--- config.mk ---
export PLATFORM = sky130hd
export DESIGN_NAME = katadc_ctrl_top
export DESIGN_NICKNAME = d
export VERILOG_FILES = /design/src/logic/katadc_pkg.sv /design/src/logic/adc3wire_serializer.sv /design/src/logic/adc_clk_rst_ctrl.sv /design/src/logic/katadc_ctrl_top.sv /design/src/logic/opb_reg_slave.sv
export VERILOG_INCLUDE_DIRS = /design/src /design/src/logic
export SDC_FILE = /design/constraint.sdc
export NUM_CORES = 1
export LEC_CHECK = 0
export ABC_CLOCK_PERIOD_IN_PS = 3500
export BUFFER_PORTS_ARGS = -buffer_cell sky130_fd_sc_hd__buf_2
export CORE_ASPECT_RATIO = 0.8
export CORE_MARGIN = 2
export CORE_UTILIZATION = 62
export CTS_BUF_LIST = sky130_fd_sc_hd__clkbuf_2
export CTS_CLUSTER_DIAMETER = 50
export DETAILED_ROUTE_END_ITERATION = 8
export GPL_TIMING_DRIVEN = 0
export PLACE_DENSITY = 0.95
export SYNTH_ARGS = -nofsm -noshare
export SYNTH_HDL_FRONTEND = slang
export SYNTH_HIERARCHICAL = 1
export SYNTH_SLANG_ARGS = --single-unit
--- constraint.sdc ---
create_clock -name OPB_Clk -period 3.5 [get_ports OPB_Clk]
set_clock_uncertainty 0.1 [all_clocks]
set_input_delay 0.7 -clock OPB_Clk [delete_from_list [all_inputs] [get_ports OPB_Clk]]
set_output_delay 0.7 -clock OPB_Clk [all_outputs]
set_load 0.01 [all_outputs]
--- src/logic/katadc_params.svh ---
`ifndef KATADC_PARAMS_SVH
`define KATADC_PARAMS_SVH

//////////////////////////////////////////////////
// OPB address window
//////////////////////////////////////////////////
`define KATADC_BASEADDR 32'h0001_0000
`define KATADC_HIGHADDR 32'h0001_FFFF

//////////////////////////////////////////////////
// three-wire serial link
//////////////////////////////////////////////////
`define KATADC_CLKDIV_BITS 4     // 16 OPB cycles per serial bit.
`define KATADC_FRAME_BITS 32

//////////////////////////////////////////////////
// DCM reset stretch
//////////////////////////////////////////////////
`define KATADC_DCM_RST_CYCLES 255  // fits the 8-bit stretch counter.

`endif

--- src/logic/katadc_pkg.sv ---
package katadc_pkg;

  //////////////////////////////////////////////////
  // bus and register widths
  //////////////////////////////////////////////////

  // OPB numbering puts the msb at bit 0.
  typedef logic [0:31] opb_word_t;

  typedef logic [3:0]  cfg_addr_t;  // ADC register address.
  typedef logic [15:0] cfg_data_t;  // ADC register value.

  //////////////////////////////////////////////////
  // per-channel command and status
  //////////////////////////////////////////////////

  // reset_pulse, ps_en and cfg_start are one-cycle strobes.
  typedef struct packed {
    logic      reset_pulse;
    logic      ps_en;
    logic      ps_incdec;
    logic      cfg_start;
    cfg_addr_t cfg_addr;
    cfg_data_t cfg_data;
  } adc_cmd_t;

  typedef struct packed {
    logic cfg_idle;
    logic ps_done;
  } adc_status_t;

  // serializer states.
  typedef enum logic [1:0] {
    CFG_IDLE,
    CFG_CLKWAIT,
    CFG_DATA,
    CFG_FINISH
  } cfg_state_t;

endpackage

--- src/logic/adc3wire_serializer.sv ---
`timescale 1ns/1ps
`include "katadc_params.svh"

module adc3wire_serializer import katadc_pkg::*; (
  input  logic     OPB_Clk,
  input  logic     reset,
  input  adc_cmd_t cmd,
  output logic     cfg_idle,
  output logic     sclk,
  output logic     sdata,
  output logic     strobe
);

  localparam int DIV_W   = `KATADC_CLKDIV_BITS;
  localparam int FRAME_W = `KATADC_FRAME_BITS;

  cfg_state_t         state;
  logic [DIV_W-1:0]   div_cnt;
  logic               div_wrap;
  logic [FRAME_W-1:0] shift_q;
  logic [FRAME_W-1:0] frame;
  logic [4:0]         progress;
  logic               last_bit;

  // eleven zeros, a one, address, data.
  assign frame    = {{(FRAME_W - 21){1'b0}}, 1'b1, cmd.cfg_addr, cmd.cfg_data};
  assign div_wrap = (div_cnt == '1);
  assign last_bit = (progress == 5'(FRAME_W - 1));

  //////////////////////////////////////////////////
  // frame sequencing
  //////////////////////////////////////////////////

  always_ff @(posedge OPB_Clk) begin
    if (reset) begin
      state <= CFG_IDLE;
    end else begin
      case (state)
        CFG_IDLE: begin
          if (cmd.cfg_start) begin
            state <= CFG_CLKWAIT;
          end
        end
        CFG_CLKWAIT: begin
          if (div_wrap) begin
            state <= CFG_DATA;
          end
        end
        CFG_DATA: begin
          if (div_wrap && last_bit) begin
            state <= CFG_FINISH;
          end
        end
        CFG_FINISH: begin
          if (div_wrap) begin
            state <= CFG_IDLE;
          end
        end
        default: begin
          state <= CFG_IDLE;
        end
      endcase
    end
  end

  //////////////////////////////////////////////////
  // serial clock divider
  //////////////////////////////////////////////////

  always_ff @(posedge OPB_Clk) begin
    if (reset || (state == CFG_IDLE)) begin
      div_cnt <= '0;
    end else begin
      div_cnt <= div_cnt + 1'b1;
    end
  end

  //////////////////////////////////////////////////
  // shift register
  //////////////////////////////////////////////////

  always_ff @(posedge OPB_Clk) begin
    if ((state == CFG_IDLE) && cmd.cfg_start) begin
      shift_q <= frame;  // starts held during clkwait.
    end else if ((state == CFG_DATA) && div_wrap) begin
      shift_q <= shift_q << 1;
    end
    if (state == CFG_CLKWAIT) begin
      progress <= '0;
    end else if ((state == CFG_DATA) && div_wrap) begin
      progress <= progress + 1'b1;
    end
  end

  assign cfg_idle = (state == CFG_IDLE);
  assign sclk     = div_cnt[DIV_W-1];     // rises mid-bit.
  assign sdata    = shift_q[FRAME_W-1];
  assign strobe   = (state != CFG_DATA);  // active low.

endmodule

--- src/logic/adc_clk_rst_ctrl.sv ---
`timescale 1ns/1ps
`include "katadc_params.svh"

module adc_clk_rst_ctrl import katadc_pkg::*; (
  input  logic     OPB_Clk,
  input  logic     reset,
  input  adc_cmd_t cmd,
  input  logic     psdone,
  output logic     adc_reset,
  output logic     dcm_reset,
  output logic     psen,
  output logic     psincdec,
  output logic     ps_done
);

  localparam logic [7:0] STRETCH = 8'(`KATADC_DCM_RST_CYCLES);

  logic [7:0] stretch_cnt;

  //////////////////////////////////////////////////
  // ADC and DCM resets
  //////////////////////////////////////////////////

  always_ff @(posedge OPB_Clk) begin
    if (reset) begin
      adc_reset   <= 1'b0;
      stretch_cnt <= STRETCH;  // DCM held through power-up.
    end else begin
      adc_reset <= cmd.reset_pulse;
      if (cmd.reset_pulse) begin
        stretch_cnt <= STRETCH;
      end else if (stretch_cnt != '0) begin
        stretch_cnt <= stretch_cnt - 1'b1;
      end
    end
  end

  assign dcm_reset = (stretch_cnt != '0);

  //////////////////////////////////////////////////
  // phase shift
  //////////////////////////////////////////////////

  always_ff @(posedge OPB_Clk) begin
    if (reset) begin
      psen     <= 1'b0;
      psincdec <= 1'b0;
      ps_done  <= 1'b0;
    end else begin
      psen     <= cmd.ps_en;
      psincdec <= cmd.ps_incdec;
      if (cmd.ps_en) begin
        ps_done <= 1'b0;  // new step pending.
      end else if (psdone) begin
        ps_done <= 1'b1;
      end
    end
  end

endmodule

--- src/logic/katadc_ctrl_top.sv ---
`timescale 1ns/1ps

module katadc_ctrl_top import katadc_pkg::*; (
  input  logic       OPB_Clk,
  input  logic       reset,
  input  opb_word_t  OPB_ABus,
  input  logic [0:3] OPB_BE,
  input  opb_word_t  OPB_DBus,
  input  logic       OPB_RNW,
  input  logic       OPB_select,
  output opb_word_t  Sl_DBus,
  output logic       Sl_xferAck,

  output logic       adc0_adc3wire_clk,
  output logic       adc0_adc3wire_data,
  output logic       adc0_adc3wire_strobe,
  output logic       adc0_adc_reset,
  output logic       adc0_dcm_reset,
  output logic       adc0_psen,
  output logic       adc0_psincdec,
  input  logic       adc0_psdone,

  output logic       adc1_adc3wire_clk,
  output logic       adc1_adc3wire_data,
  output logic       adc1_adc3wire_strobe,
  output logic       adc1_adc_reset,
  output logic       adc1_dcm_reset,
  output logic       adc1_psen,
  output logic       adc1_psincdec,
  input  logic       adc1_psdone
);

  adc_cmd_t    cmd0;
  adc_cmd_t    cmd1;
  adc_status_t status0;
  adc_status_t status1;
  logic        cfg_idle0;
  logic        cfg_idle1;
  logic        ps_done0;
  logic        ps_done1;

  assign status0 = '{cfg_idle: cfg_idle0, ps_done: ps_done0};
  assign status1 = '{cfg_idle: cfg_idle1, ps_done: ps_done1};

  //////////////////////////////////////////////////
  // OPB register file
  //////////////////////////////////////////////////

  opb_reg_slave u_opb (
    .OPB_Clk    (OPB_Clk),
    .reset      (reset),
    .OPB_ABus   (OPB_ABus),
    .OPB_BE     (OPB_BE),
    .OPB_DBus   (OPB_DBus),
    .OPB_RNW    (OPB_RNW),
    .OPB_select (OPB_select),
    .Sl_DBus    (Sl_DBus),
    .Sl_xferAck (Sl_xferAck),
    .status0    (status0),
    .status1    (status1),
    .cmd0       (cmd0),
    .cmd1       (cmd1)
  );

  //////////////////////////////////////////////////
  // adc0 channel
  //////////////////////////////////////////////////

  adc3wire_serializer u_ser0 (
    .OPB_Clk  (OPB_Clk),
    .reset    (reset),
    .cmd      (cmd0),
    .cfg_idle (cfg_idle0),
    .sclk     (adc0_adc3wire_clk),
    .sdata    (adc0_adc3wire_data),
    .strobe   (adc0_adc3wire_strobe)
  );

  adc_clk_rst_ctrl u_pin0 (
    .OPB_Clk   (OPB_Clk),
    .reset     (reset),
    .cmd       (cmd0),
    .psdone    (adc0_psdone),
    .adc_reset (adc0_adc_reset),
    .dcm_reset (adc0_dcm_reset),
    .psen      (adc0_psen),
    .psincdec  (adc0_psincdec),
    .ps_done   (ps_done0)
  );

  //////////////////////////////////////////////////
  // adc1 channel
  //////////////////////////////////////////////////

  adc3wire_serializer u_ser1 (
    .OPB_Clk  (OPB_Clk),
    .reset    (reset),
    .cmd      (cmd1),
    .cfg_idle (cfg_idle1),
    .sclk     (adc1_adc3wire_clk),
    .sdata    (adc1_adc3wire_data),
    .strobe   (adc1_adc3wire_strobe)
  );

  adc_clk_rst_ctrl u_pin1 (
    .OPB_Clk   (OPB_Clk),
    .reset     (reset),
    .cmd       (cmd1),
    .psdone    (adc1_psdone),
    .adc_reset (adc1_adc_reset),
    .dcm_reset (adc1_dcm_reset),
    .psen      (adc1_psen),
    .psincdec  (adc1_psincdec),
    .ps_done   (ps_done1)
  );

endmodule

--- src/logic/opb_reg_slave.sv ---
`timescale 1ns/1ps
`include "katadc_params.svh"

module opb_reg_slave import katadc_pkg::*; (
  input  logic        OPB_Clk,
  input  logic        reset,
  input  opb_word_t   OPB_ABus,
  input  logic [0:3]  OPB_BE,
  input  opb_word_t   OPB_DBus,
  input  logic        OPB_RNW,
  input  logic        OPB_select,
  output opb_word_t   Sl_DBus,
  output logic        Sl_xferAck,
  input  adc_status_t status0,
  input  adc_status_t status1,
  output adc_cmd_t    cmd0,
  output adc_cmd_t    cmd1
);

  opb_word_t   offset;
  logic [1:0]  word_sel;
  logic        addr_hit;
  logic        accept;
  logic        wr_en;
  logic        ack_q;

  // index 0 is adc0, index 1 is adc1.
  logic [1:0]  rst_pulse_q;
  logic [1:0]  ps_en_q;
  logic [1:0]  ps_incdec_q;
  logic [1:0]  start_q;
  cfg_addr_t   cfg_addr_q [2];
  cfg_data_t   cfg_data_q [2];

  opb_word_t   rd_word;

  //////////////////////////////////////////////////
  // decode and acknowledge
  //////////////////////////////////////////////////

  assign offset   = OPB_ABus - `KATADC_BASEADDR;
  assign word_sel = offset[28:29];  // byte address bits 3..2.
  assign addr_hit = (OPB_ABus >= `KATADC_BASEADDR) && (OPB_ABus <= `KATADC_HIGHADDR);

  // no accept in the ack cycle, so a held select repeats every other cycle.
  assign accept = OPB_select && addr_hit && !ack_q;
  assign wr_en  = accept && !OPB_RNW;

  always_ff @(posedge OPB_Clk) begin
    if (reset) begin
      ack_q       <= 1'b0;
      rst_pulse_q <= '0;
      ps_en_q     <= '0;
      start_q     <= '0;
      ps_incdec_q <= '0;
    end else begin
      ack_q       <= accept;
      rst_pulse_q <= '0;  // strobes last one cycle.
      ps_en_q     <= '0;
      start_q     <= '0;
      if (wr_en && (word_sel == 2'd0)) begin
        if (OPB_BE[3]) begin
          rst_pulse_q <= {OPB_DBus[30], OPB_DBus[31]};
        end
        if (OPB_BE[1]) begin
          ps_en_q     <= {OPB_DBus[11], OPB_DBus[15]};
          ps_incdec_q <= {OPB_DBus[10], OPB_DBus[14]};
        end
      end
      for (int ch = 0; ch < 2; ch++) begin
        if (wr_en && OPB_BE[3] && (word_sel == 2'(ch + 1))) begin
          start_q[ch] <= OPB_DBus[31];
        end
      end
    end
  end

  //////////////////////////////////////////////////
  // configuration address and data
  //////////////////////////////////////////////////

  always_ff @(posedge OPB_Clk) begin
    for (int ch = 0; ch < 2; ch++) begin
      if (wr_en && (word_sel == 2'(ch + 1))) begin
        if (OPB_BE[2]) begin
          cfg_addr_q[ch] <= OPB_DBus[20:23];
        end
        if (OPB_BE[1]) begin
          cfg_data_q[ch][7:0] <= OPB_DBus[8:15];
        end
        if (OPB_BE[0]) begin
          cfg_data_q[ch][15:8] <= OPB_DBus[0:7];  // high byte.
        end
      end
    end
  end

  assign cmd0 = '{
    reset_pulse: rst_pulse_q[0],
    ps_en:       ps_en_q[0],
    ps_incdec:   ps_incdec_q[0],
    cfg_start:   start_q[0],
    cfg_addr:    cfg_addr_q[0],
    cfg_data:    cfg_data_q[0]
  };

  assign cmd1 = '{
    reset_pulse: rst_pulse_q[1],
    ps_en:       ps_en_q[1],
    ps_incdec:   ps_incdec_q[1],
    cfg_start:   start_q[1],
    cfg_addr:    cfg_addr_q[1],
    cfg_data:    cfg_data_q[1]
  };

  //////////////////////////////////////////////////
  // readback
  //////////////////////////////////////////////////

  always_comb begin
    case (word_sel)
      2'd0: rd_word = {10'b0, ps_incdec_q[1], ps_en_q[1], 2'b0,
                       ps_incdec_q[0], ps_en_q[0], 12'b0,
                       status0.ps_done, status1.ps_done, 2'b0};
      2'd1: rd_word = {cfg_data_q[0], 4'b0, cfg_addr_q[0], 7'b0, status0.cfg_idle};
      2'd2: rd_word = {cfg_data_q[1], 4'b0, cfg_addr_q[1], 7'b0, status1.cfg_idle};
      default: rd_word = '0;
    endcase
  end

  // bus is wired-or, so drive zero outside a read ack.
  assign Sl_DBus    = (ack_q && OPB_RNW) ? rd_word : '0;
  assign Sl_xferAck = ack_q;

endmodule

==> impl.org <==
** Setup path
- In this run the critical register-to-register path is captured at u_ser1/shift_q[7].
- For flop-to-flop paths, the worst setup slack is between 0.8 and 0.9 ns.
- For this run, the slowest stage of the critical path takes 0.51 ns.
- Category of the critical setup timing path :: reg -> out
- Highest net fanout along the worst path :: 5
- Together, buffers and inverters on the worst path number 3.
- STA classifies the critical path startpoint as a flop.
- Most common cell on crit path :: inv_1
- Logic depth of the worst setup path including buffers :: 6
- Worst r2r src :: u_ser1/state[0]
- The worst setup path is captured at an output pin.
- Counting cells, the worst reg-to-reg path comes to 5.
- Worst endpoint data arrival time :: approximately 2.3 ns
- Slowest library cell on the worst path :: or3b_2
- Among cell families on the critical path, the largest total delay comes from simple AND/OR/NAND/NOR gates.
- STA puts the critical path data required time at 2.70 ns.
- Traced cell by cell, the critical path runs through inv_1 > ha_1 > or3b_2 > nor2_1 > inv_1 > buf_2.

** Job
- Max-capacitance violation count :: 0

** Clock tree
- CTS clock-pin slew for the worst setup and hold paths :: 0.24 ns
- No sink is reached through more buffers than the 2 on the longest clock path.
- CTS-repair resized insts :: 0
- TritonCTS created 17 clock buffers.
- Post-CTS timing repair inserted 0 buffers for setup.
- Count of hold buffers inserted by post-cts repair :: 0
- Skew-Pair Late Insertion Delay :: 0.68 ns
- Number of sinks driven by the clock tree :: 159
- Root buffer cell :: clkbuf_2
- H-tree levels :: 4
- TritonCTS clock tree :: done

** STA
- Fmax :: between 0.3 and 0.4 GHz
- Tightest hold margin :: 0.08668 ns
- Final critical-path share of the clock period :: between 80% and 90%
- Worst slew pin tran :: a little under 0.9 ns
- Unrepaired setup endpoints after global routing :: no
- After layout, the minimum clock period comes to 3.134 ns.
- Setup-failing EPs final :: 0
- The max-slew violation count came to 0.
- Total negative slack :: 0 ns
- Slew headroom :: approximately two fifths
- Hold Vio Cnt, Final :: 0

** Synth
- Number of library cell types mapped by synthesis :: 53
- The synthesized design devotes to its leading area cell type a little over a third of total area.
- Counting flops with a built-in enable in the synthesized netlist gives 80.
- Most area-consuming cells after synthesis :: edfxtp_1 35%, dfxtp_1 23%, nand2_1 9.7%, ha_1 3.7%, a21oi_1 2.7%
- Of all flip-flops after synthesis, the portion carrying an async set or reset was 0%.
- The share of the Yosys chip area taken by registers is between 50% and 60%.
- Averaged over all synthesized cells, the footprint is 10.36 sq um.
- The Yosys step of the flow raised 6 warnings.
- Number of storage elements in the synthesis netlist :: 159
- The cell area that synthesis handed to floorplanning was between 6000 and 7000 sq um.
- The cell count after synthesis came out at 655.
- Predominant post-synthesis flop cell :: edfxtp_1
- Cell accounting for the most synthesized area :: edfxtp_1

** Floorplanning
- Number of core rows :: 34
- The die covers 11,800 sq um.
- Core region area :: 10,760 sq um
- Boundary pin count :: 121
- Once the floorplan was initialized, standard cells occupied 63.03% of the core.
- Height of the chip :: 97.56 microns
- The floorplan step set the die width to 121.0 microns.

** Worst hold path
- In this run the most critical hold path is launched from OPB_DBus[27].
- Terminating pin of the worst hold path :: u_opb/cfg_data_q[1][11]
- The path class of the tightest hold or removal check is in -> reg.
- Worst Hold Depth :: 1

** Layout
- Commonest cells after routing, fill and taps aside :: 175 x nand2_1, 93 x buf_2, 80 x edfxtp_1
- The library cell used most frequently in the layout, excluding fill and tap cells, is nand2_1.
- The finished layout holds 926 standard cells, fillers aside.
- Number of filler instances in the final layout :: approximately 740
- Number of nets in the layout :: 863
- Area grow syn2layout :: 12.78%
- The post-route netlist has 19.95% of its cells at a drive strength greater than 1.
- Diode insertion count for antenna repair :: 0

** Global route
- Global routing usage summed across all routing layers :: 26.40%
- Entering global routing, the biggest net connects 30 pins.
- Number of global-route vias before repair :: between 5,000 and 6,000
- The initial antenna violation count came to 1.
- Wire length of the first global-routing pass :: 24,520 microns
- After global routing the overflow that remains totals 0.

** Detailed routing
- The first detailed-routing pass took 7 iterations.
- Total via count after detailed routing :: 5,335
- In the final routed layout, each cell accounts on average for roughly 16 microns.
- In this run, the number of DRC markers left after iteration 0 of detailed routing was 587.
- DRC :: 0
- Post-DR vias/cell :: 5.761
- Total wirelength of the detailed-routed design :: 15,160 microns
- Antenna-violating nets left :: 0

** Power and ir drop
- Combinational power share :: 9.1%
- Internal power comes to 2.434 mW.
- Worst vdd ir :: around 320 uV
- Fraction of power spent switching nets :: between 20% and 30%
- The clock network burns 29.6% of the power.
- Power per unit of standard cell area :: 425.5 nW/um^2
- Registers are responsible for 61.3% of the overall power.
- Power dissipated by switching net loads :: ~0.8 mW
- Leakage component of the power :: 3.132 nW

** Place
- Number of placed cells counting well taps :: slightly below 900
- Final Wtd Congestion :: 0.8388
- Half-perimeter wire length of the detailed placement result :: 10,780 microns
- Buffers on Ports :: 87

** Status
- Result of the run :: finished, final reports clean
-- Yosys cell counts, types with 3 or more instances --
| cell type | count |
|---|---|
| ha_1 | 20 |
| and4b_1 | 4 |
| a21oi_1 | 36 |
| nor2_1 | 37 |
| mux2i_1 | 6 |
| or4_1 | 6 |
| nand2_1 | 175 |
| a22oi_1 | 17 |
| nor3_1 | 12 |
| and4_1 | 4 |
| xnor2_1 | 8 |
| buf_4 | 12 |
| and2_1 | 4 |
| or3_1 | 6 |
| nor2b_1 | 8 |
| nand3_1 | 15 |
| nand2b_1 | 6 |
| nand4_1 | 3 |
| and3_1 | 9 |
| nor3b_1 | 6 |
| inv_1 | 15 |
| o21ai_0 | 18 |
| buf_2 | 6 |
| clkbuf_1 | 15 |
| dfxtp_1 | 79 |
| xor2_1 | 4 |
| edfxtp_1 | 80 |
-- flip-flops by register name, indices dropped and copies added (netlist names), 2 cells and up --
register	cells
u_opb/cfg_addr_q	8
u_opb/cfg_data_q	32
u_opb/ps_en_q	2
u_opb/ps_incdec_q	2
u_opb/rst_pulse_q	2
u_opb/start_q	2
u_pin0/stretch_cnt	8
u_pin1/stretch_cnt	8
u_ser0/div_cnt	4
u_ser0/progress	5
u_ser0/shift_q	32
u_ser0/state	2
u_ser1/div_cnt	4
u_ser1/progress	5
u_ser1/shift_q	32
u_ser1/state	2
-- worst max-delay path by stage --
stage,start,end,slack [ns]
floorplan,OPB_ABus[2],Sl_DBus[0],1.19
global placement,OPB_ABus[2],Sl_DBus[31],0.77
detailed placement,OPB_ABus[2],Sl_DBus[24],0.71
CTS,u_pin1/stretch_cnt[0],adc1_dcm_reset,0.36
global route,u_pin1/stretch_cnt[1],adc1_dcm_reset,0.24
finish,u_pin1/stretch_cnt[0],adc1_dcm_reset,0.37
-- logic make-up after synthesis --
family	share of synthesized area, %
other	0.05528
XOR/XNOR	1.549
buffers and inverters	3.744
AO/OA/AOI/OAI	8.004
multiplexers	0.8853
adder cells (fa/ha/maj)	3.689
flip-flops	58.72
AND/OR/NAND/NOR	23.35
-- stage by stage --
step / util [%] / area (sq um) / worst slack (ns) / total power, mW
after floorplan: - / 6814 / 1.192 / 2.218
after global placement: 69.03 / 7430 / 0.7671 / 2.300
after detailed placement: 69.03 / 7430 / 0.7134 / 2.326
after CTS: 71.09 / 7651 / 0.3648 / 3.252
after global routing: 71.09 / 7651 / 0.2427 / 3.370
final: 71.09 / 7651 / 0.3662 / 3.256
-- layout make-up --
class	instances	area (sq um)	area share, %
Buffer	36	197.7	2.584
Clock buffer	22	110.1	1.439
Clock inverter	10	111.4	1.455
Inverter	15	56.30	0.7359
Multi-Input combinational cell	453	2576	33.67
Sequential cell	159	3984	52.07
Tap cell	144	180.2	2.355
Timing Repair Buffer	87	435.4	5.691
-- power by group through the flow --
stage,registers (mW),clock network (mW),logic (mW)
final,2.00,0.964,0.295
after global placement,2.03,0,0.270
after detailed placement,2.03,0,0.291
after floorplan,2.03,0,0.190
after global routing,2.00,1.04,0.329
after CTS,2.00,0.964,0.292
-- layer usage --
| layer | vias up | GRT usage (%) | part of all wire (%) |
|---|---|---|---|
| met4 | 2 | 9.034 | 1.7 |
| met1 | 2513 | 34.62 | 40 |
| li1 | 2492 | - | - |
| met5 | - | 0 | 0.086 |
| met2 | 292 | 43.39 | 49 |
| met3 | 36 | 5.927 | 8.6 |
-- worst register-to-register path, stage by stage (launching register included) --
cell,delay [ns]
dfxtp_1,0.42
inv_1,0.10
ha_1,0.36
nand2_1,0.20
clkbuf_1,0.39
nand2_1,0.65
Power figures use the tool's default switching activity.
